--- src/design/rv32i_pkg.sv ---
`default_nettype none

package rv32i_pkg;

    localparam int XLEN = 32;

    // mem_size encodings, same as funct3[1:0] of loads and stores
    localparam logic [1:0] MEM_BYTE = 2'b00;
    localparam logic [1:0] MEM_HALF = 2'b01;
    localparam logic [1:0] MEM_WORD = 2'b10;

    typedef enum logic [6:0] {
        op_lui   = 7'b0110111,
        op_auipc = 7'b0010111,
        op_imm   = 7'b0010011,
        op_reg   = 7'b0110011,
        op_load  = 7'b0000011,
        op_store = 7'b0100011
    } rv32i_opcode_t;

    typedef enum logic [2:0] {
        alu_add, alu_sub, alu_sll, alu_srl, alu_sra, alu_xor, alu_or, alu_and
    } alu_op_t;

    typedef enum logic {
        cmp_lt,
        cmp_ltu
    } cmp_op_t;

    typedef enum logic [2:0] {
        alu_out, br_en, u_imm, lw, lh, lhu, lb, lbu
    } regfilemux_sel_t;

    typedef struct packed {
        alu_op_t         alu_op;
        cmp_op_t         cmp_op;
        logic            alu_src_imm;
        logic            alu_src_pc;
        logic            mem_read;
        logic            mem_write;
        logic [1:0]      mem_size;
        regfilemux_sel_t regfilemux_sel;
        logic            load_regfile;
    } ctrl_word_t;

    // decode to execute
    typedef struct packed {
        logic            valid;
        ctrl_word_t      ctrl;
        logic [4:0]      rd;
        logic [XLEN-1:0] rs1_data;
        logic [XLEN-1:0] rs2_data;
        logic [XLEN-1:0] pc;
        logic [XLEN-1:0] imm;
    } exe_pkt_t;

    // execute to memory
    typedef struct packed {
        logic            valid;
        ctrl_word_t      ctrl;
        logic [4:0]      rd;
        logic [XLEN-1:0] alu_result;
        logic            br_en;
        logic [XLEN-1:0] u_imm;
        logic [XLEN-1:0] addr;
        logic [XLEN-1:0] store_data;
    } mem_pkt_t;

    // memory to writeback, ram read data travels beside it
    typedef struct packed {
        logic            valid;
        ctrl_word_t      ctrl;
        logic [4:0]      rd;
        logic [XLEN-1:0] alu_result;
        logic            br_en;
        logic [XLEN-1:0] u_imm;
        logic [XLEN-1:0] addr;
    } wb_pkt_t;

endpackage

`default_nettype wire
--- src/design/rv32i_regfile.sv ---
`timescale 1ns/1ps
`default_nettype none

module rv32i_regfile import rv32i_pkg::*; (
    input  wire logic            clk_i,
    input  wire logic [4:0]      rs1_addr_i,
    input  wire logic [4:0]      rs2_addr_i,
    output logic [XLEN-1:0]      rs1_data_o,
    output logic [XLEN-1:0]      rs2_data_o,
    input  wire logic            we_i,
    input  wire logic [4:0]      rd_i,
    input  wire logic [XLEN-1:0] rd_data_i
);

    // x0 has no storage
    logic [XLEN-1:0] regs [1:31];

    assign rs1_data_o = (rs1_addr_i == 5'd0) ? '0 : regs[rs1_addr_i];
    assign rs2_data_o = (rs2_addr_i == 5'd0) ? '0 : regs[rs2_addr_i];

    always_ff @(posedge clk_i) begin
        if (we_i && rd_i != 5'd0) begin
            regs[rd_i] <= rd_data_i;
        end
    end

endmodule

`default_nettype wire

--- config.mk ---
export PLATFORM = sky130hd
export DESIGN_NAME = rv32i_regfile
export DESIGN_NICKNAME = d
export VERILOG_FILES = /design/src/design/rv32i_pkg.sv /design/src/design/rv32i_regfile.sv
export SDC_FILE = /design/constraint.sdc
export NUM_CORES = 1
export LEC_CHECK = 0
export ABC_CLOCK_PERIOD_IN_PS = 3300
export BUFFER_PORTS_ARGS = -buffer_cell sky130_fd_sc_hd__buf_4
export CORE_ASPECT_RATIO = 2
export CORE_MARGIN = 2
export CORE_UTILIZATION = 35
export CTS_CLUSTER_SIZE = 16
export DETAILED_ROUTE_END_ITERATION = 10
export PLACE_DENSITY = 0.49
export SETUP_SLACK_MARGIN = 0.4
export SKIP_LAST_GASP = 1
export SLEW_MARGIN = 10
export SYNTH_ARGS = -nofsm -noshare
export SYNTH_HDL_FRONTEND = slang
export SYNTH_SLANG_ARGS = --single-unit
--- constraint.sdc ---
create_clock -name clk_i -period 3.3 [get_ports clk_i]
set_clock_uncertainty 0.1 [all_clocks]
set_input_delay 0.165 -clock clk_i [delete_from_list [all_inputs] [get_ports clk_i]]
set_output_delay 0.165 -clock clk_i [all_outputs]
set_load 0.05 [all_outputs]
==> summary.txt <==
Cells and area
  – Top flop regs: regs: 992 flops
  – Area grow syn2layout: 17.17%
  – Filler cell count: 11710
  – Top reg by flops: regs
  – Number of flip-flops in the largest register: 992
  – Layout Nets: 2856
  – Layout cells sized above 1: 30.08%

Global routing
  – Vias in the first global route: 29460
  – Largest net degree at the start of global routing: 50
  – Initial antenna violation count: 8
  – Global-route wire length before repair: 228300 um
  – Grt total ovfl: 0
  – Total GRT Usage: between 20 and 25%

Clocking
  – CTS tree: done
  – Worst-path clk slew: around 0.070 ns
  – CTS max path bufs: 3
  – Root Buffer Master: clkbuf_16
  – TritonCTS Buffers: 93
  – Number of H-tree levels: 3
  – CTS Sinks: 992

Detailed routing
  – Via density: a little over 6
  – Routed vias: roughly 28000
  – Wirelength per Cell: 35.73 um
  – Initial drt markers: 2226
  – Routed Antenna Nets: 0
  – Drt drc: 0
  – DRT Wirelength: 164500 um
  – First-pass detailed-route iteration total: 7

Place
  – Gpl congestion: roughly 0.8
  – Port Buffers: 112
  – Final HPWL DP: 99820 um

Die
  – Site Rows: 189
  – Die Wd: 261.7 um
  – Core Footprint: 132200 um2
  – Die height: 519.5 um
  – Initial Util: 35.18%
  – # IOs: roughly 110
  – Die area: about 140000 um2

Synthesis
  – Avg Inst Size Synth: 17.88 um2
  – Area of the mapped netlist: about 46000 um2
  – Most numerous cell in the Yosys netlist: edfxtp_1
  – EDFF count, synth: 992
  – Largest cells by area after synthesis: edfxtp_1, mux4_2, mux2i_1
  – Number of library cell types mapped by synthesis: 38
  – Dominant cell type by area after synthesis: edfxtp_1
  – Synth Net Count: 2650
  – Cell count after synthesis: approximately 2600
  – Primary FF master, synth: edfxtp_1
  – Asr flop ratio synth: 0%
  – Warnings from Yosys: 0
  – Seq cells post-synth: around 990
  – Seq/Total Area, Yosys: 64.06%
  – Synth top area share: 64.06%
  – Top cells by count, synth: edfxtp_1, mux4_2, mux2i_1

Flow run
  – Maxcap violations: 0

Worst hold path
  – WHS Path Cells: 4
  – Hold Path Class: input pin to register

STA
  – Setup TNS: 0 ns
  – RSZ-0062 raised after global routing: yes
  – Final hold slack: just under 0.2 ns
  – Tightest Pin Transition: approximately 0.9 ns
  – Final Max Slew Viols: 0
  – Minimum clock period: 2.911 ns
  – Period Utilization, post-route: around 88%
  – Final hold vios: 0
  – Maximum clock frequency: 343.5 MHz
  – Slew HR: 38.30%
  – Final setup violating endpoints: 0

Power
  – Leakage: 18.02 nW
  – PwrDens: 526.4 nW/um2
  – Maximum vdd drop: ~370 uV

Setup path
  – CP arrival: ~2.7 ns
  – Crit Path Max Fanout: 2
  – Setup Crit Path Kind: register to output port
  – Critical Path Source Type: register
  – Worst Path Required: 3.03 ns
  – Crit path capture type: output port

Status
  – Outcome: finished, final reports clean
## report_power, final
part           internal, mW  total, mW  leakage, nW  switching (mW)
combinational          1.22       3.20         7.54            1.99
sequential             14.0       14.1         8.94          0.0669
clock                  6.45       11.4         1.54            4.95
## cell type report
class	instances	area, um2	share of cell area, %
well taps	1719	2151	3.948
inverters	1	3.754	0.006890
repair buffers	315	3397	6.235
diodes	3	7.507	0.01378
clock inverters	68	803.3	1.474
flip-flops and latches	992	29790	54.68
clock buffers	102	2361	4.334
multi-input cells	1404	15970	29.31
## cell families after synthesis
group,after synthesis,synth area share (%)
compound gates,332,5.172
buf+inv,205,2.363
flops,992,64.06
mux,698,24.55
simple gates,374,3.848
## final timing paths
path | start | to | slack (ns)
setup / recovery | regs[18][24]$_DFFE_PP_ | rs1_data_o[24] | 0.39
hold / removal | we_i | regs[6][15]$_DFFE_PP_ | 0.19
## cell usage in the layout (no fill, tap or decap), types with 4 or more instances in the layout
cell	count
a211o_1	31
a211oi_1	18
a21oi_1	67
a22o_1	45
a22oi_1	92
a311o_1	21
a311o_2	10
a31oi_1	14
and2_1	33
and3_1	11
buf_12	63
buf_4	189
buf_6	18
buf_8	12
bufinv_16	16
clkbuf_1	9
clkbuf_16	93
clkinv_1	22
clkinv_2	16
clkinv_8	4
dlygate4sd3_1	32
edfxtp_1	992
inv_6	4
mux2_2	34
mux2i_1	313
mux4_1	7
mux4_2	341
nand2_1	88
nand3_1	52
nand3b_1	6
nand4_1	18
nor2_1	82
nor2_4	32
nor2b_1	26
nor2b_2	4
nor2b_4	6
o21ai_0	14
o21ai_1	18
## routing by layer
metal  global-route usage (%)  vias up  share of wire, %
li1                         -    11290                 -
met1                    28.29    15150                37
met2                    44.19     1049                54
met3                    2.729      340               4.5
met4                    10.17        0               4.5
met5                        0        -                 0
## what timing repair did
action | in CTS | in global routing
gates resized for setup | 51 | 15
hold buffers | 32 | 0
endpoints found under the setup margin | 24 | 23
buffers inserted | 4 | 4
hold endpoints to repair | 992 | 0
cloned | 0 | 0
pin swaps | 38 | 17
## metrics by stage
stage,utilization (%),std cells,power [mW],setup slack [ns],area [um2]
CTS,41.15,4597,28.94,0.3592,54390
floorplan,-,2601,16.15,0.6151,46500
detailed placement,38.37,4391,17.50,0.4816,50720
finish,41.21,4604,28.68,0.3890,54480
global placement,38.37,4391,17.46,0.5086,50720
global route,41.21,4603,29.46,0.3524,54480
## critical path, stage by stage, from the launching register on
cell and delay, ns:
edfxtp_1 0.41, mux4_2 0.45, nor2b_1 0.14, a211o_1 0.23, a311o_2 0.49, buf_8 0.20
(Power assumes the default switching activity.)
