$ cat src/design/rv32i_pkg.sv
`default_nettype none

package rv32i_pkg;

    localparam int XLEN = 32;

    // mem_size encodings, same as funct3[1:0] of loads and stores
    localparam logic [1:0] MEM_BYTE = 2'b00;
    localparam logic [1:0] MEM_HALF = 2'b01;
    localparam logic [1:0] MEM_WORD = 2'b10;

    typedef enum logic [6:0] {
        op_lui   = 7'b0110111,
        op_auipc = 7'b0010111,
        op_imm   = 7'b0010011,
        op_reg   = 7'b0110011,
        op_load  = 7'b0000011,
        op_store = 7'b0100011
    } rv32i_opcode_t;

    typedef enum logic [2:0] {
        alu_add, alu_sub, alu_sll, alu_srl, alu_sra, alu_xor, alu_or, alu_and
    } alu_op_t;

    typedef enum logic {
        cmp_lt,
        cmp_ltu
    } cmp_op_t;

    typedef enum logic [2:0] {
        alu_out, br_en, u_imm, lw, lh, lhu, lb, lbu
    } regfilemux_sel_t;

    typedef struct packed {
        alu_op_t         alu_op;
        cmp_op_t         cmp_op;
        logic            alu_src_imm;
        logic            alu_src_pc;
        logic            mem_read;
        logic            mem_write;
        logic [1:0]      mem_size;
        regfilemux_sel_t regfilemux_sel;
        logic            load_regfile;
    } ctrl_word_t;

    // decode to execute
    typedef struct packed {
        logic            valid;
        ctrl_word_t      ctrl;
        logic [4:0]      rd;
        logic [XLEN-1:0] rs1_data;
        logic [XLEN-1:0] rs2_data;
        logic [XLEN-1:0] pc;
        logic [XLEN-1:0] imm;
    } exe_pkt_t;

    // execute to memory
    typedef struct packed {
        logic            valid;
        ctrl_word_t      ctrl;
        logic [4:0]      rd;
        logic [XLEN-1:0] alu_result;
        logic            br_en;
        logic [XLEN-1:0] u_imm;
        logic [XLEN-1:0] addr;
        logic [XLEN-1:0] store_data;
    } mem_pkt_t;

    // memory to writeback, ram read data travels beside it
    typedef struct packed {
        logic            valid;
        ctrl_word_t      ctrl;
        logic [4:0]      rd;
        logic [XLEN-1:0] alu_result;
        logic            br_en;
        logic [XLEN-1:0] u_imm;
        logic [XLEN-1:0] addr;
    } wb_pkt_t;

endpackage

`default_nettype wire
$ cat src/design/rv32i_execute.sv
`timescale 1ns/1ps
`default_nettype none

module rv32i_execute import rv32i_pkg::*; (
    input  wire logic     clk_i,
    input  wire logic     reset_i,
    input  wire exe_pkt_t exe_pkt_i,
    output mem_pkt_t      mem_pkt_o,
    output logic [5:0]    busy_rd_o
);

    exe_pkt_t        exe_q;
    logic [XLEN-1:0] op_a, op_b, alu_result, store_data;
    logic [4:0]      shamt;
    logic            cmp_result;

    always_ff @(posedge clk_i) begin
        if (reset_i) begin
            exe_q.valid <= 1'b0;
        end else begin
            exe_q <= exe_pkt_i;
        end
    end

    assign op_a  = exe_q.ctrl.alu_src_pc ? exe_q.pc : exe_q.rs1_data;
    assign op_b  = exe_q.ctrl.alu_src_imm ? exe_q.imm : exe_q.rs2_data;
    assign shamt = op_b[4:0];

    always_comb begin
        unique case (exe_q.ctrl.alu_op)
            alu_add: alu_result = op_a + op_b;
            alu_sub: alu_result = op_a - op_b;
            alu_sll: alu_result = op_a << shamt;
            alu_srl: alu_result = op_a >> shamt;
            alu_sra: alu_result = $signed(op_a) >>> shamt;
            alu_xor: alu_result = op_a ^ op_b;
            alu_or:  alu_result = op_a | op_b;
            alu_and: alu_result = op_a & op_b;
        endcase
    end

    // slt/sltu and the immediate forms
    assign cmp_result = (exe_q.ctrl.cmp_op == cmp_lt) ? ($signed(op_a) < $signed(op_b))
                                                      : (op_a < op_b);

    // store data copied into every lane, byte enables pick the right one
    always_comb begin
        case (exe_q.ctrl.mem_size)
            MEM_BYTE: store_data = {4{exe_q.rs2_data[7:0]}};
            MEM_HALF: store_data = {2{exe_q.rs2_data[15:0]}};
            default:  store_data = exe_q.rs2_data;
        endcase
    end

    assign mem_pkt_o.valid      = exe_q.valid;
    assign mem_pkt_o.ctrl       = exe_q.ctrl;
    assign mem_pkt_o.rd         = exe_q.rd;
    assign mem_pkt_o.alu_result = alu_result;
    assign mem_pkt_o.br_en      = cmp_result;
    assign mem_pkt_o.u_imm      = exe_q.imm;
    assign mem_pkt_o.addr       = exe_q.rs1_data + exe_q.imm;
    assign mem_pkt_o.store_data = store_data;

    assign busy_rd_o = {exe_q.valid && exe_q.ctrl.load_regfile, exe_q.rd};

endmodule

`default_nettype wire

$ cat config.mk
export PLATFORM = sky130hd
export DESIGN_NAME = rv32i_execute
export DESIGN_NICKNAME = d
export VERILOG_FILES = /design/src/design/rv32i_pkg.sv /design/src/design/rv32i_execute.sv
export SDC_FILE = /design/constraint.sdc
export NUM_CORES = 1
export LEC_CHECK = 0
export BUFFER_PORTS_ARGS = -buffer_cell sky130_fd_sc_hd__buf_2
export CORE_AREA = 2 2 203 205
export DETAILED_ROUTE_END_ITERATION = 10
export DIE_AREA = 0 0 205 207
export PLACE_DENSITY = 0.66
export SLEW_MARGIN = 15
export SYNTH_ARGS = -nofsm -noshare
export SYNTH_HDL_FRONTEND = slang
export SYNTH_SLANG_ARGS = --single-unit
$ cat constraint.sdc
create_clock -name clk_i -period 6.79 [get_ports clk_i]
set_input_delay 1.358 -clock clk_i [delete_from_list [all_inputs] [get_ports clk_i]]
set_output_delay 1.358 -clock clk_i [all_outputs]
set_load 0.1 [all_outputs]
==> impl_results.md <==
* Status: finished, final reports clean
* Hold Violations, Final at 0
* Hold Path Stages at 1
* Critical path required time at around 5.4 ns
* Initial Utilization at between 30% and 40%
* DIE AREA at 42,400 sq um
* Core Footprint at 40,400 sq um
* FMAX at 150 MHz
* Crit path max fanout at 12
* First-pass GRT wire length at about 97,000 um
* Worst Path Arrival at about 5.3 ns
* Max cap viols at 0
* Final slew viol count at 0
* M1 GR Usage at between 40% and 50%
* DR vias/cell at 6.10
* CTS tree: built
* Synth top area cells: edfxtp_1 28%, ha_1 10%, mux2i_1 7.6%
* Synthesis warning total at 0
* Worst setup EP type: output port
* Fillers at approximately 4,100
* Slowest stage cell, crit path: a2111oi_2
* Detailed Route Iter0 Violations at 1,797
* Slew margin rel. at 32.1%
* DP HPWL at 52,200 um
* Netlist Area Pre-Place at roughly 16,000 sq um
* Drt pass-1 iters at 7
* Hold Startpoint: exe_pkt_i[128]
* Yosys top cell by area: edfxtp_1
* Ys async rst share at 0%
* Port bufs at about 300
* Startpoint Class: register
* Synthesized flop and latch total at approximately 150
* CTS root buf: clkbuf_16
* CTS Hold Buffers Added at 0
* TritonCTS sink count at roughly 150
* GRT Total Usage at between 30% and 40%
* Worst path max stage delay at 0.69 ns
* WHS Endpoint: busy_rd_o[0]
* Top_reg_cell synth: edfxtp_1
* Setup TNS at 0 ns
* Area used by multi-input combinational logic at between 9000 and 10,000 sq um
* Post-synth EDFFs at around 150
* Layout net count at 2,372
* Diodes inserted at 0
* Top-count cell post-synth: a21oi_1
* WL final at around 67,000 um
* Share of layout cells above drive strength 1 at between 20% and 30%
* Top Ports at between 300 and 400
* LEAKAGE at between 7 and 8 nW
* Initial antenna violation count at 0
* Die width at approximately 200 um
* Setup-failing EPs final at 0
* Fin crit share at between 90% and 100%
* Register Area at between 4000 and 5000 sq um
* PD cells at between 300 and 400 nW/um^2
* Worst hold path class: primary input to register
* Syn Nets at between 2,000 and 2,500
* Busiest grt layer: met2
* RSZ-0062 raised after global routing: no
* Clk buf depth at 2
* Syn avg cell area at 8.34 sq um
* Yosys cell types at 93
* Peak supply drop at approximately 260 uV
* Area share of the largest cell type after synthesis at 27.8%
* Critical-path cell list: buf_4, mux2i_4, ha_1, nor3_2, o21ai_2, a211oi_2, o21ai_2, a2111oi_2, o211ai_2, a211o_2, a21o_1, a211oi_2, buf_4, nand4_1, buf_2
* Measured slew at the worst slew-check pin at slightly above 1 ns
* Number of global-route vias before repair at between 15,000 and 20,000
* Maximum level of the CTS H-tree at 4
* Vias at around 16,000
* Seq/Total Area, Yosys at between 20% and 30%
* Overflow after GRT at 0
* Final ANT Viol Nets at 0
* Mapped Cells at roughly 1,900
* Fin util at a little under half
* Chip height at roughly 210 um
* Rows at between 70 and 80
* Post-CTS Setup Inserts at 0
* Met2 Use GR at 46.7%
* P&R area growth vs syn at 14.6%
* CP Class: register to output port
* Minimum clock period at 6.68 ns
* Clock-pin slew on the worst setup and hold paths at roughly 0.070 ns
* Met3 Track Usage GR at under 10%
* Most instantiated cells after synthesis: 194 x a21oi_1, 186 x nor2_1, 161 x nand2_1
* DRC at 0
* GPL Wtd Cong at 0.977
* Pin count of the biggest net entering global routing at 86
* Total CTS buffers at 17
* WL per Instance at 25.3 um
timing repair:
item	in CTS	in global routing
resized for setup	1	2
setup endpoints to repair	1	2
pin swaps	0	0
worst max-delay path by stage:
stage	endpoint	from	slack, ns	cells past startpoint
final	mem_pkt_o[125]	mem_pkt_o[143]	0.11	15
after global routing	mem_pkt_o[127]	mem_pkt_o[142]	0.01	15
after CTS	mem_pkt_o[125]	mem_pkt_o[143]	0.04	18
after detailed placement	mem_pkt_o[125]	mem_pkt_o[142]	0.44	18
after global placement	mem_pkt_o[125]	mem_pkt_o[142]	0.43	18
after floorplan	mem_pkt_o[119]	mem_pkt_o[143]	0.03	17
power breakdown:
| group | leakage [nW] | internal, W | total (W) | switching [W] |
|---|---|---|---|---|
| Clock | 0.286 | 0.000522 | 0.000961 | 0.000439 |
| Sequential | 1.45 | 0.00109 | 0.00116 | 0.0000715 |
| Combinational | 6.23 | 0.000922 | 0.00367 | 0.00275 |
state kept, by name (all words and copies together) (netlist names):
name,cells
busy_rd_o,5
exe_q,96
mem_pkt_o,47
critical path: cells and delay by family (launching register included):
kind                       cells  cell delay, ns
AOI/OAI and AO/OA              8            2.44
adders and majority gates      1            0.43
buffers and inverters          3            0.77
DFF                            1            0.42
muxes                          1            0.52
and+or+nand+nor                2            0.30
through the flow:
step | area, sq um | instances | worst slack, ns | hold slack, ns | power, W
6_report | 18200 | 2636 | 0.112 | 1.08 | 0.00579
5_1_grt | 18200 | 2636 | 0.0117 | 1.07 | 0.00600
4_1_cts | 18200 | 2636 | 0.0383 | 1.07 | 0.00574
3_5_place_dp | 17600 | 2604 | 0.439 | 1.54 | 0.00477
3_3_place_gp | 17600 | 2604 | 0.435 | 1.53 | 0.00477
2_1_floorplan | 15900 | 1904 | 0.0284 | 1.43 | 0.00389
logic make-up after synthesis:
family / after synthesis / synth area share, %
compound gates: 638 / 25.8
simple gates: 495 / 13.7
buf+inv: 298 / 9.99
flops: 148 / 27.9
mux: 144 / 9.37
fa+ha+maj: 131 / 10.5
xor+xnor: 50 / 2.76
layout by cell type (no fill, tap or decap), types with 25 or more instances in the layout:
cell type  instances
edfxtp_1         147
inv_1            105
nand2_1          161
buf_2            288
nor3_1            32
nor2_1           186
xnor2_1           39
o21ai_0          139
buf_4             49
mux2i_1          114
a21o_1            25
a21oi_1          194
ha_1             128
a211oi_1          39
nand3_1           33
routing by layer:
layer	up-vias	wire [um]
met3	105	6080
met4	0	2260
met5	-	0
met2	949	29600
met1	7730	28700
li1	7290	-
area by class of cell:
type | instances | area share [%]
Multi-Input combinational cell | 1458 | 54.6
Sequential cell | 148 | 24.4
Timing Repair Buffer | 354 | 11.8
Tap cell | 532 | 3.66
Clock buffer | 17 | 2.34
Inverter | 112 | 2.34
Clock inverter | 15 | 0.874
Note: power is estimated with default switching activity, not from simulation.
