## src/design/rv32i_pkg.sv

```systemverilog
`default_nettype none

package rv32i_pkg;

    localparam int XLEN = 32;

    // mem_size encodings, same as funct3[1:0] of loads and stores
    localparam logic [1:0] MEM_BYTE = 2'b00;
    localparam logic [1:0] MEM_HALF = 2'b01;
    localparam logic [1:0] MEM_WORD = 2'b10;

    typedef enum logic [6:0] {
        op_lui   = 7'b0110111,
        op_auipc = 7'b0010111,
        op_imm   = 7'b0010011,
        op_reg   = 7'b0110011,
        op_load  = 7'b0000011,
        op_store = 7'b0100011
    } rv32i_opcode_t;

    typedef enum logic [2:0] {
        alu_add, alu_sub, alu_sll, alu_srl, alu_sra, alu_xor, alu_or, alu_and
    } alu_op_t;

    typedef enum logic {
        cmp_lt,
        cmp_ltu
    } cmp_op_t;

    typedef enum logic [2:0] {
        alu_out, br_en, u_imm, lw, lh, lhu, lb, lbu
    } regfilemux_sel_t;

    typedef struct packed {
        alu_op_t         alu_op;
        cmp_op_t         cmp_op;
        logic            alu_src_imm;
        logic            alu_src_pc;
        logic            mem_read;
        logic            mem_write;
        logic [1:0]      mem_size;
        regfilemux_sel_t regfilemux_sel;
        logic            load_regfile;
    } ctrl_word_t;

    // decode to execute
    typedef struct packed {
        logic            valid;
        ctrl_word_t      ctrl;
        logic [4:0]      rd;
        logic [XLEN-1:0] rs1_data;
        logic [XLEN-1:0] rs2_data;
        logic [XLEN-1:0] pc;
        logic [XLEN-1:0] imm;
    } exe_pkt_t;

    // execute to memory
    typedef struct packed {
        logic            valid;
        ctrl_word_t      ctrl;
        logic [4:0]      rd;
        logic [XLEN-1:0] alu_result;
        logic            br_en;
        logic [XLEN-1:0] u_imm;
        logic [XLEN-1:0] addr;
        logic [XLEN-1:0] store_data;
    } mem_pkt_t;

    // memory to writeback, ram read data travels beside it
    typedef struct packed {
        logic            valid;
        ctrl_word_t      ctrl;
        logic [4:0]      rd;
        logic [XLEN-1:0] alu_result;
        logic            br_en;
        logic [XLEN-1:0] u_imm;
        logic [XLEN-1:0] addr;
    } wb_pkt_t;

endpackage

`default_nettype wire
```

## src/design/rv32i_writeback.sv

```systemverilog
`timescale 1ns/1ps
`default_nettype none

module rv32i_writeback import rv32i_pkg::*; (
    input  wire wb_pkt_t         wb_pkt_i,
    input  wire logic [XLEN-1:0] mem_rdata_i,
    output logic                 load_regfile_o,
    output logic [4:0]           rd_o,
    output logic [XLEN-1:0]      regfilemux_out_o,
    output logic [5:0]           busy_rd_o
);

    logic [7:0]  load_byte;
    logic [15:0] load_half;

    // lane select from the low address bits
    assign load_byte = mem_rdata_i[{wb_pkt_i.addr[1:0], 3'b000} +: 8];
    assign load_half = mem_rdata_i[{wb_pkt_i.addr[1], 4'b0000} +: 16];

    always_comb begin
        regfilemux_out_o = wb_pkt_i.alu_result;
        unique case (wb_pkt_i.ctrl.regfilemux_sel)
            alu_out: regfilemux_out_o = wb_pkt_i.alu_result;
            br_en:   regfilemux_out_o = {{(XLEN-1){1'b0}}, wb_pkt_i.br_en};
            u_imm:   regfilemux_out_o = wb_pkt_i.u_imm;
            lw:      regfilemux_out_o = mem_rdata_i;
            lh:      regfilemux_out_o = {{16{load_half[15]}}, load_half};
            lhu:     regfilemux_out_o = {16'h0000, load_half};
            lb:      regfilemux_out_o = {{24{load_byte[7]}}, load_byte};
            lbu:     regfilemux_out_o = {24'h000000, load_byte};
        endcase
    end

    assign load_regfile_o = wb_pkt_i.valid && wb_pkt_i.ctrl.load_regfile;
    assign rd_o           = wb_pkt_i.rd;

    // regfile takes the write at the end of this cycle, so still busy here
    assign busy_rd_o = {load_regfile_o, wb_pkt_i.rd};

endmodule

`default_nettype wire

```

## config.mk

```make
export PLATFORM = sky130hd
export DESIGN_NAME = rv32i_writeback
export DESIGN_NICKNAME = d
export VERILOG_FILES = /design/src/design/rv32i_pkg.sv /design/src/design/rv32i_writeback.sv
export SDC_FILE = /design/constraint.sdc
export NUM_CORES = 1
export LEC_CHECK = 0
export BUFFER_PORTS_ARGS = -buffer_cell sky130_fd_sc_hd__buf_4
export CAP_MARGIN = 10
export CORE_AREA = 2 2 75 77
export DETAILED_ROUTE_END_ITERATION = 10
export DIE_AREA = 0 0 77 79
export PLACE_DENSITY = 0.84
export REMOVE_ABC_BUFFERS = 1
export SLEW_MARGIN = 20
export SYNTH_ARGS = -nofsm -noshare
export SYNTH_HDL_FRONTEND = slang
export SYNTH_SLANG_ARGS = --single-unit
export TNS_END_PERCENT = 5
```

## constraint.sdc

```tcl
create_clock -name vclk -period 1.2
set_input_delay 0.12 -clock vclk [all_inputs]
set_output_delay 0.12 -clock vclk [all_outputs]
set_load 0.02 [all_outputs]
```

==> impl_metrics.py, run 1 <==
metrics = {
    "floorplan": {
        "rows": 27,
        "die_h_um": 79,
        "ios": 193,
        "floorplan.initialDensity": 0.270,
        "die_x_um": 77,
        "die_area_um2": 6080,
        "core-area_um2": 5340,
    },
    "final_layout": {
        "layoutNonFillerInstCount": 473,
        "layout.nets": 552,
        "fillers": 530,
        "syn_to_final_growth_pct": 98.4,
        "layout_common_cells": "161 x buf_4, 52 x a21oi_1, 45 x nor2_1, 20 x inv_1, 20 x o21ai_0",
        "drive_gt1_frac": 0.556,
        "layout_commonest_cell": "buf_4",
        "seq_cell_count": 0,
        "final_core_util": 0.536,
        "diodes": 0,
        "num-clock-buffers": 0,
        "regArea_um2": 0,
    },
    "worst_setup_path": {
        "critPathKind": "input pin to primary output",
        "worstPathArrival_ps": 1370,
        "required_ps": 1080,
        "crit_slowest_cell": "or4_4",
        "end_kind": "primary output",
        "critical_path_buf_inv_count": 2,
        "startpoint_type": "input pin",
        "slowest_delay_ps": 500,
        "critPathTopFamily": "simple AND/OR/NAND/NOR gates",
        "worstPathMaxFanout": 8,
        "crit_chain": "buf_8 > nand2_2 > or4_4 > and3_4 > a21oi_2 > buf_4",
    },
    "route": {
        "wl_mm": 7.28,
        "drt_iter0_drc": 93,
        "remaining_drc_errors": 0,
        "wl_met3_um": 688,
        "top_layer_used": "met4",
        "num_vias": 2389,
        "drt-met1-wl_mm": 2.93,
        "via_per_inst": 5.05,
        "first_pass_iters": 4,
        "wl_per_cell_um": 15.4,
        "detail-route-antenna-nets": 0,
        "dr_wl_met2_mm": 3.64,
    },
    "timing": {
        "layout_setup_ws_ps": -287,
        "rsz0062_at_grt": "yes",
        "max_slew_margin": 0.831,
        "finalSetupViolCount": 32,
        "drv_slew": 0,
        "fin_tns_setup_ps": -6120,
        "period_share": 1.24,
        "finalCriticalPeriod_ps": 1490,
        "hold_viol": 0,
        "max_freq_mhz": 673,
        "worst_pin_slew_ps": 251,
    },
    "min_path": {
        "min_path_type": "input pin to primary output",
    },
    "synth": {
        "synth_top_area_share": 0.212,
        "synth_simple_gate_area_frac": 0.228,
        "synth_area_um2": 1440,
        "synth_fa_ha_area_frac": 0,
        "yosysWarnings": 0,
        "synth.distinct_cells": 32,
        "synthXorXnorAreaFrac": 0,
        "synthCells": 262,
        "synth.area.mux_share": 0.167,
        "yosysSeqAreaShare": 0,
        "syn_area_per_cell_um2": 5.51,
        "synth_compound_area_frac": 0.418,
        "yosys-top-cells-area": "a21oi_1 21%, nor2_1 13%, mux2_2 11%",
        "synth_top_family_by_area": "compound AO/OA/AOI/OAI gates",
        "synth_top_cell_by_area": "a21oi_1",
    },
    "placement": {
        "gp_congestion": 0.853,
        "dp_hpwl_mm": 5.91,
        "port_buffers": 138,
        "place_inst": 473,
    },
    "pwr": {
        "p_leak_nw": 1.40,
        "p_per_area_nw_per_um2": 459,
        "max-vdd-ir-drop_v": 0.000228,
    },
    "status": {
        "status": "finished with violations",
        "violations": "negative setup slack",
    },
    "run": {
        "max_cap_viol_count": 0,
    },
    "grt": {
        "grt_pass1_wl_mm": 10.7,
        "grt_pass1_vias": 2238,
        "grt_max_degree": 23,
        "grt_usage": 0.212,
        "antenna_found_initial": 0,
        "grt_overflow_total": 0,
    },
    "clock_network": {
        "cts_setup_buffers": 0,
    },
}
-- Yosys cell counts (5+ instances only) --
library cell	number
a21oi_1	61
inv_1	20
buf_2	6
buf_4	12
buf_1	5
clkbuf_1	12
o21ai_0	21
nor2_1	50
nand2_1	17
mux2_2	14
mux2i_1	6
a22oi_1	7
-- cell type report --
type	instances	area, µm²	area share
Timing Repair Buffer	175	1370	0.479
Multi-Input combinational cell	206	1330	0.463
Tap cell	72	90.1	0.0315
Inverter	20	75.1	0.0262
-- power by group --
group	leakage, nW	internal, W	switching, W
logic	1.40	0.000682	0.000632
registers	0	0	0
clock network	0	0	0
total	1.40	0.000682	0.000632
-- path summary, 6_finish.rpt --
check | from | endpoint | slack [ps] | cells past startpoint
setup / recovery | wb_pkt_i[104] | regfilemux_out_o[12] | -290 | 6
hold / removal | wb_pkt_i[100] | rd_o[3] | 240 | 0
-- cells by family after synthesis --
group                  Yosys count
AO/OA/AOI/OAI                  106
AND/OR/NAND/NOR                 79
multiplexers                    21
buffers and inverters           56
-- through the flow --
| stage | total power (W) | hold WS, ps | area (µm²) | setup slack (ps) |
|---|---|---|---|---|
| after detailed placement | 0.00121 | 240 | 2650 | -419 |
| after CTS | 0.00126 | 240 | 2740 | -254 |
| after floorplan | 0.000500 | 240 | 1250 | -712 |
| after global placement | 0.00120 | 240 | 2650 | -351 |
| after global routing | 0.00140 | 240 | 2860 | -339 |
| final | 0.00131 | 240 | 2860 | -287 |
-- routing by layer --
metal  track usage  vias to the layer above
met1         0.260                     1097
met5             0                        -
met4        0.0268                        0
li1              -                     1177
met3        0.0625                        2
met2         0.380                      113
-- timing repair --
action	CTS	global route
hold buffers	0	0
pin swaps	2	6
endpoints found under the setup margin	32	32
resized for setup	26	29
No activity file was read; power rests on OpenSTA's default activity.
==> run 2, diff against run 1 <==
Settings changed: RECOVER_POWER set to 100.
==> run 2 against run 1 <==
Design area fell by 0.26%. Critical path type unchanged. Fmax barely moved. Routed wire length barely moved. Critical endpoint unchanged. Global-route usage did not move. The run still ends with negative setup slack left. Sequential cell count did not move.
==> impl_metrics.py, run 2 (synthesized netlist as in run 1, its figures left out) <==
metrics = {
    "final_layout": {
        "layout_common_cells": "159 x buf_4, 52 x a21oi_1, 45 x nor2_1, 20 x inv_1, 20 x o21ai_0",
        "fillers": 534,
        "regArea_um2": 0,
        "num-clock-buffers": 0,
        "seq_cell_count": 0,
        "layout_commonest_cell": "buf_4",
        "final_cell_area_um2": 2850,
        "drive_gt1_frac": 0.551,
        "final_core_util": 0.535,
        "diodes": 0,
        "syn_to_final_growth_pct": 97.8,
        "layout.nets": 552,
    },
    "placement": {
        "port_buffers": 138,
        "dp_hpwl_mm": 5.91,
        "gp_congestion": 0.853,
        "placed_area_um2": 2650,
    },
    "floorplan": {
        "ios": 193,
        "floorplan.initialDensity": 0.270,
        "die_h_um": 79,
        "die_x_um": 77,
        "die_area_um2": 6080,
        "rows": 27,
        "core-area_um2": 5340,
    },
    "min_path": {
        "hold_depth": 0,
        "min_path_type": "input pin to primary output",
        "min_to": "rd_o[3]",
        "hold_start": "wb_pkt_i[100]",
    },
    "timing": {
        "finalSetupViolCount": 32,
        "drv_slew": 0,
        "rsz0062_at_grt": "yes",
        "finalCriticalPeriod_ps": 1490,
        "max_slew_margin": 0.831,
        "max_freq_mhz": 673,
        "layout_setup_ws_ps": -287,
        "hold_viol": 0,
        "worst_pin_slew_ps": 251,
        "period_share": 1.24,
    },
    "route": {
        "drt_iter0_drc": 93,
        "first_pass_iters": 4,
        "wl_per_cell_um": 15.4,
        "detail-route-antenna-nets": 0,
        "num_vias": 2384,
        "remaining_drc_errors": 0,
        "via_per_inst": 5.04,
        "wl_mm": 7.28,
    },
    "grt": {
        "grt_usage": 0.212,
        "grt_max_degree": 23,
        "grt_overflow_total": 0,
        "grt_pass1_vias": 2238,
        "antenna_found_initial": 0,
        "grt_pass1_wl_mm": 10.7,
    },
    "worst_setup_path": {
        "critPathLaunch": "wb_pkt_i[104]",
        "required_ps": 1080,
        "slowest_delay_ps": 500,
        "crit_chain": "buf_8 > nand2_2 > or4_4 > and3_4 > a21oi_2 > buf_4",
        "crit_slowest_cell": "or4_4",
        "worstPathArrival_ps": 1370,
        "startpoint_type": "input pin",
        "critPathKind": "input pin to primary output",
        "end_kind": "primary output",
        "worstPathMaxFanout": 8,
    },
    "status": {
        "violations": "negative setup slack",
        "status": "finished with violations",
    },
    "pwr": {
        "p_leak_nw": 1.39,
        "max-vdd-ir-drop_v": 0.000228,
        "p_per_area_nw_per_um2": 459,
    },
    "run": {
        "max_cap_viol_count": 0,
    },
    "clock_network": {
        "postCtsHoldBufs": 0,
    },
}
run 2: layout make-up:
class,instances,area (µm²),area share
inverter,20,75.1,0.0263
multi-input combinational,206,1330,0.465
tap,72,90.1,0.0316
timing repair buffer,175,1360,0.477
run 2: where the power goes:
group          switching [W]  total (W)  internal [W]  leakage (nW)
clock                      0          0             0             0
combinational       0.000631    0.00131      0.000679          1.39
sequential                 0          0             0             0
total               0.000631    0.00131      0.000679          1.39
run 2: worst max path at each step:
stage / to / slack [ps] / cells after the start
floorplan: regfilemux_out_o[0] / -710 / 4
global placement: regfilemux_out_o[15] / -350 / 6
detailed placement: regfilemux_out_o[10] / -420 / 6
CTS: regfilemux_out_o[12] / -250 / 6
global route: regfilemux_out_o[12] / -340 / 6
finish: regfilemux_out_o[12] / -290 / 6
run 2: layer usage:
metal	wire length, µm	track usage
met1	2940	0.260
met2	3640	0.380
met3	673	0.0625
met4	21	0.0268
met5	0	0
run 2: critical path: cells and delay by family:
family	cells	cell delay [ps]
AND/OR/NAND/NOR	3	820
AO/OA/AOI/OAI	1	160
buffers and inverters	2	250
run 2: metrics by stage:
step	setup slack [ps]	cells	setup TNS [ps]	hold WS [ps]	power, W
2_1_floorplan	-712	226	-16570	240	0.000500
6_report	-287	473	-6100	240	0.00131
5_1_grt	-339	473	-7800	240	0.00140
3_5_place_dp	-419	473	-11160	240	0.00121
4_1_cts	-254	473	-6540	240	0.00126
3_3_place_gp	-351	473	-9490	240	0.00120
run 2: what timing repair did:
| item | 4_1_cts | 5_1_grt |
|---|---|---|
| gates resized for setup | 26 | 29 |
| cloned | 0 | 0 |
| pin swaps | 2 | 6 |
| buffers inserted | 0 | 0 |
| setup endpoints to repair | 32 | 32 |
