**config.mk**
```make
export PLATFORM = sky130hd
export DESIGN_NAME = rv32i_decode
export DESIGN_NICKNAME = d
export VERILOG_FILES = /design/src/design/rv32i_pkg.sv /design/src/design/rv32i_decode.sv
export SDC_FILE = /design/constraint.sdc
export NUM_CORES = 1
export LEC_CHECK = 0
export BUFFER_PORTS_ARGS = -buffer_cell sky130_fd_sc_hd__buf_2
export CORE_AREA = 2 2 123 125
export DETAILED_ROUTE_END_ITERATION = 7
export DIE_AREA = 0 0 125 127
export PLACE_DENSITY = 0.86
export REMOVE_ABC_BUFFERS = 1
export SYNTH_ARGS = -nofsm -noshare
export SYNTH_HDL_FRONTEND = slang
export SYNTH_SLANG_ARGS = --single-unit
```
**constraint.sdc**
```tcl
create_clock -name clk_i -period 2.15 [get_ports clk_i]
set_input_delay 0.215 -clock clk_i [delete_from_list [all_inputs] [get_ports clk_i]]
set_output_delay 0.215 -clock clk_i [all_outputs]
set_load 0.05 [all_outputs]
```
**src/design/rv32i_pkg.sv**
```systemverilog
`default_nettype none

package rv32i_pkg;

    localparam int XLEN = 32;

    // mem_size encodings, same as funct3[1:0] of loads and stores
    localparam logic [1:0] MEM_BYTE = 2'b00;
    localparam logic [1:0] MEM_HALF = 2'b01;
    localparam logic [1:0] MEM_WORD = 2'b10;

    typedef enum logic [6:0] {
        op_lui   = 7'b0110111,
        op_auipc = 7'b0010111,
        op_imm   = 7'b0010011,
        op_reg   = 7'b0110011,
        op_load  = 7'b0000011,
        op_store = 7'b0100011
    } rv32i_opcode_t;

    typedef enum logic [2:0] {
        alu_add, alu_sub, alu_sll, alu_srl, alu_sra, alu_xor, alu_or, alu_and
    } alu_op_t;

    typedef enum logic {
        cmp_lt,
        cmp_ltu
    } cmp_op_t;

    typedef enum logic [2:0] {
        alu_out, br_en, u_imm, lw, lh, lhu, lb, lbu
    } regfilemux_sel_t;

    typedef struct packed {
        alu_op_t         alu_op;
        cmp_op_t         cmp_op;
        logic            alu_src_imm;
        logic            alu_src_pc;
        logic            mem_read;
        logic            mem_write;
        logic [1:0]      mem_size;
        regfilemux_sel_t regfilemux_sel;
        logic            load_regfile;
    } ctrl_word_t;

    // decode to execute
    typedef struct packed {
        logic            valid;
        ctrl_word_t      ctrl;
        logic [4:0]      rd;
        logic [XLEN-1:0] rs1_data;
        logic [XLEN-1:0] rs2_data;
        logic [XLEN-1:0] pc;
        logic [XLEN-1:0] imm;
    } exe_pkt_t;

    // execute to memory
    typedef struct packed {
        logic            valid;
        ctrl_word_t      ctrl;
        logic [4:0]      rd;
        logic [XLEN-1:0] alu_result;
        logic            br_en;
        logic [XLEN-1:0] u_imm;
        logic [XLEN-1:0] addr;
        logic [XLEN-1:0] store_data;
    } mem_pkt_t;

    // memory to writeback, ram read data travels beside it
    typedef struct packed {
        logic            valid;
        ctrl_word_t      ctrl;
        logic [4:0]      rd;
        logic [XLEN-1:0] alu_result;
        logic            br_en;
        logic [XLEN-1:0] u_imm;
        logic [XLEN-1:0] addr;
    } wb_pkt_t;

endpackage

`default_nettype wire
```
**src/design/rv32i_decode.sv**
```systemverilog
`timescale 1ns/1ps
`default_nettype none

module rv32i_decode import rv32i_pkg::*; (
    input  wire logic            clk_i,
    input  wire logic            reset_i,
    input  wire logic            instr_valid_i,
    input  wire logic [31:0]     instr_i,
    output logic                 instr_ready_o,
    output logic [4:0]           rs1_addr_o,
    output logic [4:0]           rs2_addr_o,
    input  wire logic [XLEN-1:0] rs1_data_i,
    input  wire logic [XLEN-1:0] rs2_data_i,
    input  wire logic [5:0]      ex_busy_rd_i,
    input  wire logic [5:0]      mem_busy_rd_i,
    input  wire logic [5:0]      wb_busy_rd_i,
    output exe_pkt_t             exe_pkt_o
);

    logic            hold_valid;
    logic [31:0]     hold_instr;
    logic [XLEN-1:0] hold_pc;
    logic [XLEN-1:0] pc_q;

    rv32i_opcode_t   opcode;
    logic [2:0]      funct3;
    logic [4:0]      rd;
    logic [XLEN-1:0] imm_i, imm_s, imm_u, imm;
    ctrl_word_t      ctrl;
    logic            legal, use_rs1, use_rs2, stall;

    function automatic alu_op_t alu_op_from_funct(input logic [2:0] f3, input logic alt);
        unique case (f3)
            3'b000:  return alt ? alu_sub : alu_add;
            3'b001:  return alu_sll;
            3'b100:  return alu_xor;
            3'b101:  return alt ? alu_sra : alu_srl;
            3'b110:  return alu_or;
            3'b111:  return alu_and;
            // slt forms take their result from the comparator
            default: return alu_add;
        endcase
    endfunction

    function automatic logic hazard(input logic [4:0] rs, input logic [5:0] tag);
        return tag[5] && (tag[4:0] == rs) && (rs != 5'd0);
    endfunction

    assign opcode     = rv32i_opcode_t'(hold_instr[6:0]);
    assign funct3     = hold_instr[14:12];
    assign rd         = hold_instr[11:7];
    assign rs1_addr_o = hold_instr[19:15];
    assign rs2_addr_o = hold_instr[24:20];

    assign imm_i = {{20{hold_instr[31]}}, hold_instr[31:20]};
    assign imm_s = {{20{hold_instr[31]}}, hold_instr[31:25], hold_instr[11:7]};
    assign imm_u = {hold_instr[31:12], 12'h000};

    always_comb begin
        ctrl    = '0;
        legal   = 1'b0;
        use_rs1 = 1'b0;
        use_rs2 = 1'b0;
        imm     = imm_i;
        case (opcode)
            op_lui: begin
                legal               = 1'b1;
                imm                 = imm_u;
                ctrl.regfilemux_sel = u_imm;
                ctrl.load_regfile   = 1'b1;
            end
            op_auipc: begin
                legal               = 1'b1;
                imm                 = imm_u;
                ctrl.alu_src_pc     = 1'b1;
                ctrl.alu_src_imm    = 1'b1;
                ctrl.regfilemux_sel = alu_out;
                ctrl.load_regfile   = 1'b1;
            end
            op_imm, op_reg: begin
                legal            = 1'b1;
                use_rs1          = 1'b1;
                use_rs2          = (opcode == op_reg);
                ctrl.alu_src_imm = (opcode == op_imm);
                // bit 30 is part of the immediate except for srai
                ctrl.alu_op = alu_op_from_funct(funct3,
                    hold_instr[30] && (opcode == op_reg || funct3 == 3'b101));
                ctrl.cmp_op = funct3[0] ? cmp_ltu : cmp_lt;
                ctrl.regfilemux_sel = (funct3[2:1] == 2'b01) ? br_en : alu_out;
                ctrl.load_regfile   = 1'b1;
            end
            op_load: begin
                legal             = 1'b1;
                use_rs1           = 1'b1;
                ctrl.mem_read     = 1'b1;
                ctrl.mem_size     = funct3[1:0];
                ctrl.load_regfile = 1'b1;
                case (funct3)
                    3'b000:  ctrl.regfilemux_sel = lb;
                    3'b001:  ctrl.regfilemux_sel = lh;
                    3'b010:  ctrl.regfilemux_sel = lw;
                    3'b100:  ctrl.regfilemux_sel = lbu;
                    3'b101:  ctrl.regfilemux_sel = lhu;
                    default: legal = 1'b0;
                endcase
            end
            op_store: begin
                legal          = (funct3[2] == 1'b0) && (funct3[1:0] != 2'b11);
                use_rs1        = 1'b1;
                use_rs2        = 1'b1;
                imm            = imm_s;
                ctrl.mem_write = 1'b1;
                ctrl.mem_size  = funct3[1:0];
            end
            default: ;
        endcase
        if (rd == 5'd0) begin
            ctrl.load_regfile = 1'b0;
        end
    end

    // wait until every in-flight producer has reached the register file
    assign stall = hold_valid &&
        ((use_rs1 && (hazard(rs1_addr_o, ex_busy_rd_i) || hazard(rs1_addr_o, mem_busy_rd_i) ||
                      hazard(rs1_addr_o, wb_busy_rd_i))) ||
         (use_rs2 && (hazard(rs2_addr_o, ex_busy_rd_i) || hazard(rs2_addr_o, mem_busy_rd_i) ||
                      hazard(rs2_addr_o, wb_busy_rd_i))));

    assign instr_ready_o = !hold_valid || !stall;

    // illegal words leave the holding register as an invalid packet
    assign exe_pkt_o.valid    = hold_valid && !stall && legal;
    assign exe_pkt_o.ctrl     = ctrl;
    assign exe_pkt_o.rd       = rd;
    assign exe_pkt_o.rs1_data = rs1_data_i;
    assign exe_pkt_o.rs2_data = rs2_data_i;
    assign exe_pkt_o.pc       = hold_pc;
    assign exe_pkt_o.imm      = imm;

    always_ff @(posedge clk_i) begin
        if (reset_i) begin
            hold_valid <= 1'b0;
            hold_instr <= '0;
            hold_pc    <= '0;
            pc_q       <= '0;
        end else begin
            if (instr_ready_o) begin
                hold_valid <= instr_valid_i;
            end
            if (instr_valid_i && instr_ready_o) begin
                hold_instr <= instr_i;
                hold_pc    <= pc_q;
                pc_q       <= pc_q + XLEN'(4);
            end
        end
    end

endmodule

`default_nettype wire

```
==> flow_metrics.py, run 1 <==
metrics = {
    "clock_tree": {
        "numClockSinks": 93,
        "clk_latency_ns": 0.34,
        "h-tree-depth": 3,
        "clockBufferDepth": 2,
        "cts_buffers": 9,
        "hold_buffers": 0,
        "clk_pin_slew_ns": 0.07,
        "cts_tree": "done",
        "ctsRootBufferMaster": "clkbuf_16",
    },
    "sta": {
        "finClkSkew_ns": 0.00672,
        "setup_viol": 80,
        "rsz0062_at_grt": "yes",
        "fin_ws_ns": -0.169,
        "slew-limit-headroom_pct": 57.4,
        "layout_min_cycle_time_ns": 2.32,
        "slew_violations": 0,
        "finalHoldViolations": 0,
        "period_share_pct": 108,
        "fmax_mhz": 431,
        "tightest_slew_ns": 0.639,
        "fin_setup_tns_ns": -7.54,
    },
    "logic_synthesis": {
        "synth_xor_xnor_area_share_pct": 4.30,
        "synthArstFlopShare_pct": 0,
        "yosys-top-cells-area": "dfxtp_1 30%, mux2i_1 14%, nand2b_1 12%, buf_4 10%, xor2_1 3.4%",
        "synth_area_leader_cell": "dfxtp_1",
        "synth_adder_area_share_pct": 0.205,
        "synthMuxAreaShare_pct": 13.6,
        "synth_most_common_cell": "nand2b_1",
        "synth_cell_types": 44,
        "synth_edf_count": 0,
        "seq_area_frac_synth_pct": 30.4,
        "ys.flop_type": "dfxtp_1",
        "syn_area_per_cell_um2": 8.84,
        "ys_top_cells_by_count": "122 x nand2b_1, 93 x dfxtp_1, 84 x buf_4",
        "yosys_warnings": 0,
        "synth_cells": 692,
        "synthSimpleGateAreaFrac_pct": 29.4,
        "synth_top_family_by_area": "simple AND/OR/NAND/NOR gates",
        "syn-cell-area_mm2": 0.00612,
        "synth_top_cell_area_share_pct": 30.4,
        "postSynthRegisterBits": 93,
        "synth-compound-area-share_pct": 6.89,
    },
    "power": {
        "report.power.total_mw": 4.37,
        "ir_worst_vdd_uv": 411,
        "power.internal_mw": 3.15,
        "sw_frac_of_total_pct": 27.8,
        "power_density_mw_per_mm2": 558,
        "p_leak_nw": 3.60,
        "p_clk_share_pct": 40.0,
        "p_sw_mw": 1.21,
        "share_seq_of_total_power_pct": 41.9,
        "power_frac_comb_pct": 18.2,
    },
    "floorplan": {
        "pin_count": 276,
        "die-area_mm2": 0.0159,
        "initial_core_util_pct": 42.4,
        "num_rows": 44,
        "die_w_um": 125,
        "coreArea_mm2": 0.0144,
        "die_h_um": 127,
    },
    "routing": {
        "drt_iter0_drc": 383,
        "drc_errors": 0,
        "vias": 5432,
        "final_antenna_net_count": 0,
        "viasPerCell": 5.53,
        "drtPass1Iterations": 5,
        "postRouteWirelength_um": 22800,
        "wl_per_cell_um": 23.3,
    },
    "worst_setup_path": {
        "critPathMaxFanout": 7,
        "critPathRequiredTime_ns": 2.42,
        "cp_slowest_cell": "or4_1",
        "crit_buf_inv": 4,
        "slowest_delay_ns": 0.53,
        "path_class": "reg2reg",
        "start_kind": "register",
        "worstPathCellList": "or4_1 -> o21a_1 -> buf_6 -> buf_4 -> o311ai_4 -> and3_4 -> buf_6 -> buf_8 -> mux2i_1",
        "critPathMostFrequentCell": "buf_6",
        "path_delay_family": "simple AND/OR/NAND/NOR gates",
        "end_kind": "register",
        "crit_arrival_ns": 2.59,
    },
    "grt": {
        "grt_max_degree": 86,
        "grt_use_total_pct": 26.6,
        "grt_pass1_wl_um": 32000,
        "antenna_found_initial": 0,
        "overflow": 0,
        "grt_pass1_vias": 5088,
    },
    "cells_and_area": {
        "n_fill_cell": 1246,
        "final_nets": 911,
        "fin_cells": 982,
        "diodes": 0,
        "drive_above_1_share_pct": 42.4,
        "areaGrowthSynthToFinish_pct": 28.0,
    },
    "place": {
        "port-buffer-count": 145,
        "gp_congestion": 0.883,
        "dp_hpwl_um": 15600,
        "dp_cells": 937,
    },
    "worst_hold_path": {
        "min_path_type": "in2reg",
    },
    "status": {
        "violations": "setup timing",
        "outcome": "finished with violations",
    },
    "flow_run": {
        "cap_violations": 0,
    },
}
## stage by stage
stage | setup slack [ns] | hold slack, ns | cell area, um2 | util [%]
5_1_grt | -0.241 | 0.125 | 7830 | 54.3
3_5_place_dp | -0.0673 | 0.430 | 6670 | 46.2
2_1_floorplan | -1.72 | 0.284 | 5220 | -
3_3_place_gp | 0.00710 | 0.430 | 6670 | 46.2
6_report | -0.169 | 0.121 | 7830 | 54.3
4_1_cts | -0.173 | 0.110 | 7540 | 52.3
## worst reg2reg max path: stages, from the launching register on
cell and delay (ns):
dfxtp_4 0.36, or4_1 0.53, o21a_1 0.22, buf_6 0.13
buf_4 0.14, o311ai_4 0.09, and3_4 0.29, buf_6 0.15
buf_8 0.14, mux2i_1 0.20
## path summary, 6_finish.rpt
kind,endpoint,slack [ns],start,cells after the start
worst min register to register,hold_pc[13],0.47,hold_pc[13],2
worst min-delay path,hold_instr[21],0.12,instr_i[21],3
worst max-delay path,hold_instr[9],-0.17,hold_instr[16],9
worst max register to register,hold_instr[9],-0.17,hold_instr[16],9
## per-layer routing
layer | global-route usage (%) | vias up | wire length (um)
met5 | 11.5 | - | 250
met4 | 6.67 | 6 | 397
met3 | 17.9 | 31 | 3580
met2 | 41.4 | 342 | 10300
met1 | 29.2 | 2579 | 8290
li1 | - | 2474 | -
## power by group through the flow
stage / Clock, mW / Combinational (mW) / Sequential (mW)
finish: 1.75 / 0.794 / 1.83
global route: 1.84 / 0.837 / 1.83
CTS: 1.77 / 0.771 / 1.83
detailed placement: 0 / 0.706 / 1.86
global placement: 0 / 0.700 / 1.86
floorplan: 0 / 0.389 / 1.92
## kinds of logic after synthesis
| family | Yosys count |
|---|---|
| simple gates | 289 |
| buf+inv | 139 |
| flops | 93 |
| mux | 83 |
| compound gates | 56 |
| xor+xnor | 30 |
| fa+ha+maj | 1 |
| other cells | 1 |
## final cells by class
cell class | instances | area, um2 | share of cell area [%]
multi-input combinational | 462 | 3690 | 47.1
sequential | 93 | 1890 | 24.1
timing repair buffer | 222 | 1670 | 21.3
tap | 184 | 230 | 2.94
clock buffer | 14 | 294 | 3.75
inverter | 5 | 18.8 | 0.240
clock inverter | 2 | 37.5 | 0.479
## placed cells by master, fill, tap and decap left out, types with 12 or more instances in the layout
cell type  synthesis  final
xor2_1            24     23
buf_12             0     12
nand2_1           23     21
nand2b_1         122    121
buf_6             10     17
buf_2              8    134
or2_2             22     22
nor2_1            12     12
mux2i_1           83     83
a21o_1            19     19
dfxtp_1           93     79
nand3_1           23     22
buf_4             84     49
## sequential cells by signal (all words and copies together), names as in the netlist
register / count
hold_instr: 32
hold_pc: 30
pc_q: 30
hold_valid: 1
## repair_timing
item / CTS / global route
resized for setup: 72 / 63
setup buffers: 16 / 10
setup endpoints to repair: 76 / 98
cloned: 5 / 3
pin swaps: 17 / 21
Power figures use the tool's default switching activity.
==> inputs of run 2 (changes only) <==
--- a/config.mk
+++ b/config.mk
@@ -6,10 +6,10 @@
 export NUM_CORES = 1
 export LEC_CHECK = 0
 export BUFFER_PORTS_ARGS = -buffer_cell sky130_fd_sc_hd__buf_2
-export CORE_AREA = 2 2 123 125
+export CORE_AREA = 2 2 116 118
 export DETAILED_ROUTE_END_ITERATION = 7
-export DIE_AREA = 0 0 125 127
-export PLACE_DENSITY = 0.86
+export DIE_AREA = 0 0 118 120
+export PLACE_DENSITY = 0.91
 export REMOVE_ABC_BUFFERS = 1
 export SYNTH_ARGS = -nofsm -noshare
 export SYNTH_HDL_FRONTEND = slang
==> constraint.sdc (replaced) <==
create_clock -name clk_i -period 2.3 [get_ports clk_i]
set_input_delay 0.23 -clock clk_i [delete_from_list [all_inputs] [get_ports clk_i]]
set_output_delay 0.23 -clock clk_i [all_outputs]
set_load 0.05 [all_outputs]
==> flow_metrics.py, run 2 (synthesis results as in run 1) <==
metrics = {
    "power": {
        "power_density_mw_per_mm2": 562,
        "ir_worst_vdd_uv": 391,
        "p_leak_nw": 3.32,
        "report.power.total_mw": 3.89,
    },
    "worst_hold_path": {
        "min_from": "instr_i[1]",
        "min_path_type": "in2reg",
        "min_path_cells": 3,
        "hold_end": "hold_instr[1]",
    },
    "floorplan": {
        "die_h_um": 120,
        "die_w_um": 118,
        "num_rows": 42,
        "initial_core_util_pct": 47.1,
        "pin_count": 276,
        "coreArea_mm2": 0.0130,
        "die-area_mm2": 0.0142,
    },
    "flow_run": {
        "cap_violations": 0,
    },
    "place": {
        "place_area_mm2": 0.00646,
        "dp_hpwl_um": 16300,
        "gp_congestion": 0.955,
        "dp_cells": 913,
        "port-buffer-count": 145,
    },
    "grt": {
        "grt_pass1_vias": 4769,
        "overflow": 0,
        "grt_max_degree": 70,
        "grt_pass1_wl_um": 30800,
        "antenna_found_initial": 0,
        "grt_use_total_pct": 29.5,
    },
    "worst_setup_path": {
        "end_kind": "output pin",
        "worstPathCellList": "or4_1 -> o21a_1 -> o31ai_1 -> nand2_1 -> a211oi_2 -> buf_6",
        "path_class": "reg2out",
        "reg2reg_slack_ns": 0.04,
        "crit_arrival_ns": 2.10,
        "r2r_start": "hold_instr[20]",
        "slowest_delay_ns": 0.54,
        "start_kind": "register",
        "critPathMaxFanout": 5,
        "r2r_cells": 6,
        "r2r-end": "pc_q[4]",
        "crit_buf_inv": 1,
        "path_delay_family": "simple AND/OR/NAND/NOR gates",
        "cp_slowest_cell": "or4_1",
        "critPathRequiredTime_ns": 2.07,
    },
    "sta": {
        "fmax_mhz": 430,
        "finClkSkew_ns": 0.00640,
        "slew_violations": 0,
        "period_share_pct": 101,
        "layout_min_cycle_time_ns": 2.33,
        "fin_ws_ns": -0.0271,
        "setup_viol": 1,
        "finalHoldViolations": 0,
        "rsz0062_at_grt": "yes",
    },
    "cells_and_area": {
        "final_common_cell": "buf_2",
        "top_register": "hold_instr",
        "design_area_mm2": 0.00693,
        "top_regs": "hold_instr (32), hold_pc (30), pc_q (30)",
        "diodes": 0,
        "final_cell_mix": "142 x buf_2, 122 x nand2b_1, 84 x dfxtp_1",
        "drive_above_1_share_pct": 35.7,
        "fin_cells": 932,
        "largest_reg_flops": 32,
        "areaGrowthSynthToFinish_pct": 13.3,
        "final_nets": 869,
    },
    "routing": {
        "postRouteWirelength_um": 21500,
        "viasPerCell": 5.49,
        "drtPass1Iterations": 4,
        "vias": 5114,
        "wl_per_cell_um": 23.1,
        "drc_errors": 0,
        "drt_iter0_drc": 332,
        "final_antenna_net_count": 0,
    },
    "status": {
        "violations": "setup timing",
        "outcome": "finished with violations",
    },
    "clock_tree": {
        "ctsRootBufferMaster": "clkbuf_16",
        "h-tree-depth": 3,
        "clockBufferDepth": 2,
        "cts_tree": "done",
        "hold_buffers": 0,
        "cts_buffers": 9,
        "numClockSinks": 93,
        "clk_latency_ns": 0.35,
        "clk_pin_slew_ns": 0.07,
    },
}
-- run 2: cell count changes in the layout (fill, tap and decap cells not counted), sizes merged --
cell,delta
buf,-41
clkbuf,-4
clkinv,+3
inv,+1
o31a,-1
-- run 2: layer usage --
layer | routed length (um) | track usage, % | vias to the layer above
met2 | 9640 | 45.8 | 312
li1 | - | - | 2389
met3 | 3140 | 21.2 | 46
met4 | 930 | 12.5 | 6
met5 | 186 | 11.4 | -
met1 | 7600 | 29.5 | 2361
-- run 2: timing repair --
item / 4_1_cts / 5_1_grt
cloned: 0 / 2
pin swaps: 0 / 4
resized for setup: 14 / 23
setup endpoints to repair: 30 / 61
setup buffers: 0 / 1
-- run 2: per-stage QoR --
step | setup slack [ns] | utilization (%) | TNS (ns) | hold slack (ns)
after global placement | 0.103 | 49.8 | 0 | 0.455
after global routing | -0.0681 | 53.4 | -0.206 | 0.136
final | -0.0271 | 53.4 | -0.0271 | 0.139
after CTS | 0.00591 | 52.3 | 0 | 0.127
after detailed placement | 0.0140 | 49.8 | 0 | 0.461
after floorplan | -1.57 | - | -91.38 | 0.299
-- run 2: cell type report --
class / count / area [um2]
Sequential cell: 93 / 1880
Tap cell: 176 / 220
Clock inverter: 6 / 61.3
Multi-Input combinational cell: 461 / 3410
Clock buffer: 10 / 239
Timing Repair Buffer: 181 / 1100
Fill cell: 1184 / 6050
Inverter: 5 / 18.8
-- run 2: worst max path at each step --
stage                              start              to  depth (start not counted)
after CTS                  hold_instr[2]    exe_pkt_o[2]                          7
after global placement    hold_instr[20]        pc_q[23]                          7
final                     hold_instr[16]  exe_pkt_o[147]                          6
after floorplan           hold_instr[17]         pc_q[2]                          6
after global routing      hold_instr[16]  exe_pkt_o[147]                          6
after detailed placement  hold_instr[20]   hold_instr[9]                          7
-- run 2: where the power goes --
part / switching, mW / leakage (nW) / internal [mW] / total, mW
Combinational: 0.410 / 2.41 / 0.254 / 0.664
Sequential: 0.0570 / 0.760 / 1.65 / 1.71
Clock: 0.650 / 0.149 / 0.871 / 1.52
Total: 1.12 / 3.32 / 2.78 / 3.89
-- run 2: tightest hold or removal path: stages --
cell and delay (ns):
buf_2 0.09, nand2b_1 0.05, mux2i_1 0.06
==> inputs of run 3 (changes only) <==
--- a/config.mk
+++ b/config.mk
@@ -11,6 +11,7 @@
 export DIE_AREA = 0 0 118 120
 export PLACE_DENSITY = 0.91
 export REMOVE_ABC_BUFFERS = 1
+export SKIP_CTS_REPAIR_TIMING = 1
 export SYNTH_ARGS = -nofsm -noshare
 export SYNTH_HDL_FRONTEND = slang
 export SYNTH_SLANG_ARGS = --single-unit
==> constraint.sdc (replaced) <==
create_clock -name clk_i -period 2.6 [get_ports clk_i]
set_input_delay 0.26 -clock clk_i [delete_from_list [all_inputs] [get_ports clk_i]]
set_output_delay 0.26 -clock clk_i [all_outputs]
set_load 0.05 [all_outputs]
==> flow_metrics.py, run 3 (synthesis results as in run 1) <==
metrics = {
    "status": {
        "outcome": "completed",
    },
    "clock_tree": {
        "numClockSinks": 93,
        "cts_tree": "done",
        "clockBufferDepth": 2,
        "h-tree-depth": 3,
        "clk_pin_slew_ns": 0.07,
        "cts_buffers": 9,
        "ctsRootBufferMaster": "clkbuf_16",
        "clk_latency_ns": 0.35,
    },
    "place": {
        "gp_congestion": 0.954,
        "dp_hpwl_um": 16000,
        "port-buffer-count": 145,
        "post-place-ws_ns": 0.254,
    },
    "sta": {
        "finClkSkew_ns": 0.0106,
        "tightest_slew_ns": 0.569,
        "period_share_pct": 92.4,
        "finalHoldViolations": 0,
        "layout_min_cycle_time_ns": 2.40,
        "rsz0062_at_grt": "no",
        "fmax_mhz": 416,
        "fin_ws_ns": 0.197,
        "slew-limit-headroom_pct": 62.1,
        "hold_ws_ns": 0.152,
        "setup_viol": 0,
        "slew_violations": 0,
    },
    "worst_setup_path": {
        "critPathMaxFanout": 5,
        "r2r_start": "hold_instr[17]",
        "start_kind": "register",
        "path_class": "reg2out",
        "critPathRequiredTime_ns": 2.34,
        "end_kind": "output pin",
        "crit_arrival_ns": 2.14,
        "crit_start": "hold_instr[2]",
    },
    "grt": {
        "grt_max_degree": 87,
        "grt_use_total_pct": 29.1,
        "grt_pass1_wl_um": 30200,
        "overflow": 0,
        "antenna_found_initial": 0,
        "grt_pass1_vias": 4598,
    },
    "cells_and_area": {
        "areaGrowthSynthToFinish_pct": 9.16,
        "final_nets": 850,
        "drive_above_1_share_pct": 31.6,
        "diodes": 0,
        "final_cell_mix": "142 x buf_2, 122 x nand2b_1, 88 x dfxtp_1",
        "final_core_util_pct": 51.4,
        "n_fill_cell": 1209,
        "final_common_cell": "buf_2",
        "top_register": "hold_instr",
        "top_regs": "hold_instr (32), hold_pc (30), pc_q (30)",
        "largest_reg_flops": 32,
    },
    "routing": {
        "final_antenna_net_count": 0,
        "drtPass1Iterations": 5,
        "postRouteWirelength_um": 20800,
        "viasPerCell": 5.52,
        "wl_per_cell_um": 22.8,
        "drc_errors": 0,
        "vias": 5036,
        "drt_iter0_drc": 390,
    },
    "floorplan": {
        "die_h_um": 120,
        "coreArea_mm2": 0.0130,
        "die_w_um": 118,
        "initial_core_util_pct": 47.1,
        "num_rows": 42,
        "die-area_mm2": 0.0142,
        "pin_count": 276,
    },
    "power": {
        "power_density_mw_per_mm2": 520,
        "p_leak_nw": 3.20,
        "share_seq_of_total_power_pct": 43.6,
        "p_sw_mw": 1.00,
        "p_clk_share_pct": 40.6,
        "sw_frac_of_total_pct": 28.8,
        "power_frac_comb_pct": 15.8,
        "power.internal_mw": 2.47,
        "ir_worst_vdd_uv": 507,
    },
    "worst_hold_path": {
        "min_path_type": "in2reg",
        "min_from": "instr_i[21]",
    },
    "flow_run": {
        "cap_violations": 0,
    },
}
## run 3: cell count changes in the layout (fill, tap and decap cells not counted), moves of 2 or more
cell       before  now
and3_1         12   14
buf_4          29   15
buf_6           3    0
clkbuf_16      11    9
clkinv_2        3    0
dfxtp_1        84   88
dfxtp_2         7    3
inv_6           1    3
nor3_1          5    8
nor3_2         13   10
or4_1           6    8
or4_4           2    0
## run 3: cell type report
cell class / count / area [um2] / area share [%]
Multi-Input combinational cell: 461 / 3340 / 50.0
Sequential cell: 93 / 1870 / 28.0
Timing Repair Buffer: 162 / 911 / 13.6
Clock buffer: 11 / 253 / 3.78
Tap cell: 176 / 220 / 3.30
Clock inverter: 5 / 65.1 / 0.974
Inverter: 5 / 18.8 / 0.281
## run 3: final timing paths
check	end	slack (ns)	cells past startpoint
hold reg to reg	hold_pc[10]	0.47	2
setup / recovery	exe_pkt_o[134]	0.20	8
hold / removal	hold_instr[21]	0.15	3
setup reg to reg	pc_q[29]	0.23	7
## run 3: worst max-delay path: stages (launching register included)
cell,delay (ns)
dfxtp_1,0.34
nor4_1,0.29
buf_4,0.17
nor2b_1,0.16
buf_4,0.16
nand2b_1,0.12
o21ai_0,0.17
a31o_2,0.17
clkbuf_4,0.22
## run 3: per-stage QoR
step                total power [mW]  area (um2)  cells  setup TNS (ns)
finish                          3.47        6680    913               0
global route                    3.59        6680    913               0
CTS                             3.49        6650    912         -0.0518
detailed placement              2.09        6330    896               0
global placement                2.08        6330    896               0
floorplan                       1.91        5220    559          -63.73
## run 3: per-layer routing
metal,part of all wire [%],GRT usage (%)
met5,0.94,11.0
met2,44,44.6
met1,35,28.7
met4,3.7,11.4
met3,16,23.1
## run 3: power groups by stage
stage               clock [mW]  sequential (mW)  combinational, mW
floorplan                    0             1.59              0.322
global placement             0             1.54              0.543
detailed placement           0             1.54              0.546
CTS                       1.43             1.51              0.549
global route              1.49             1.52              0.582
finish                    1.41             1.51              0.548
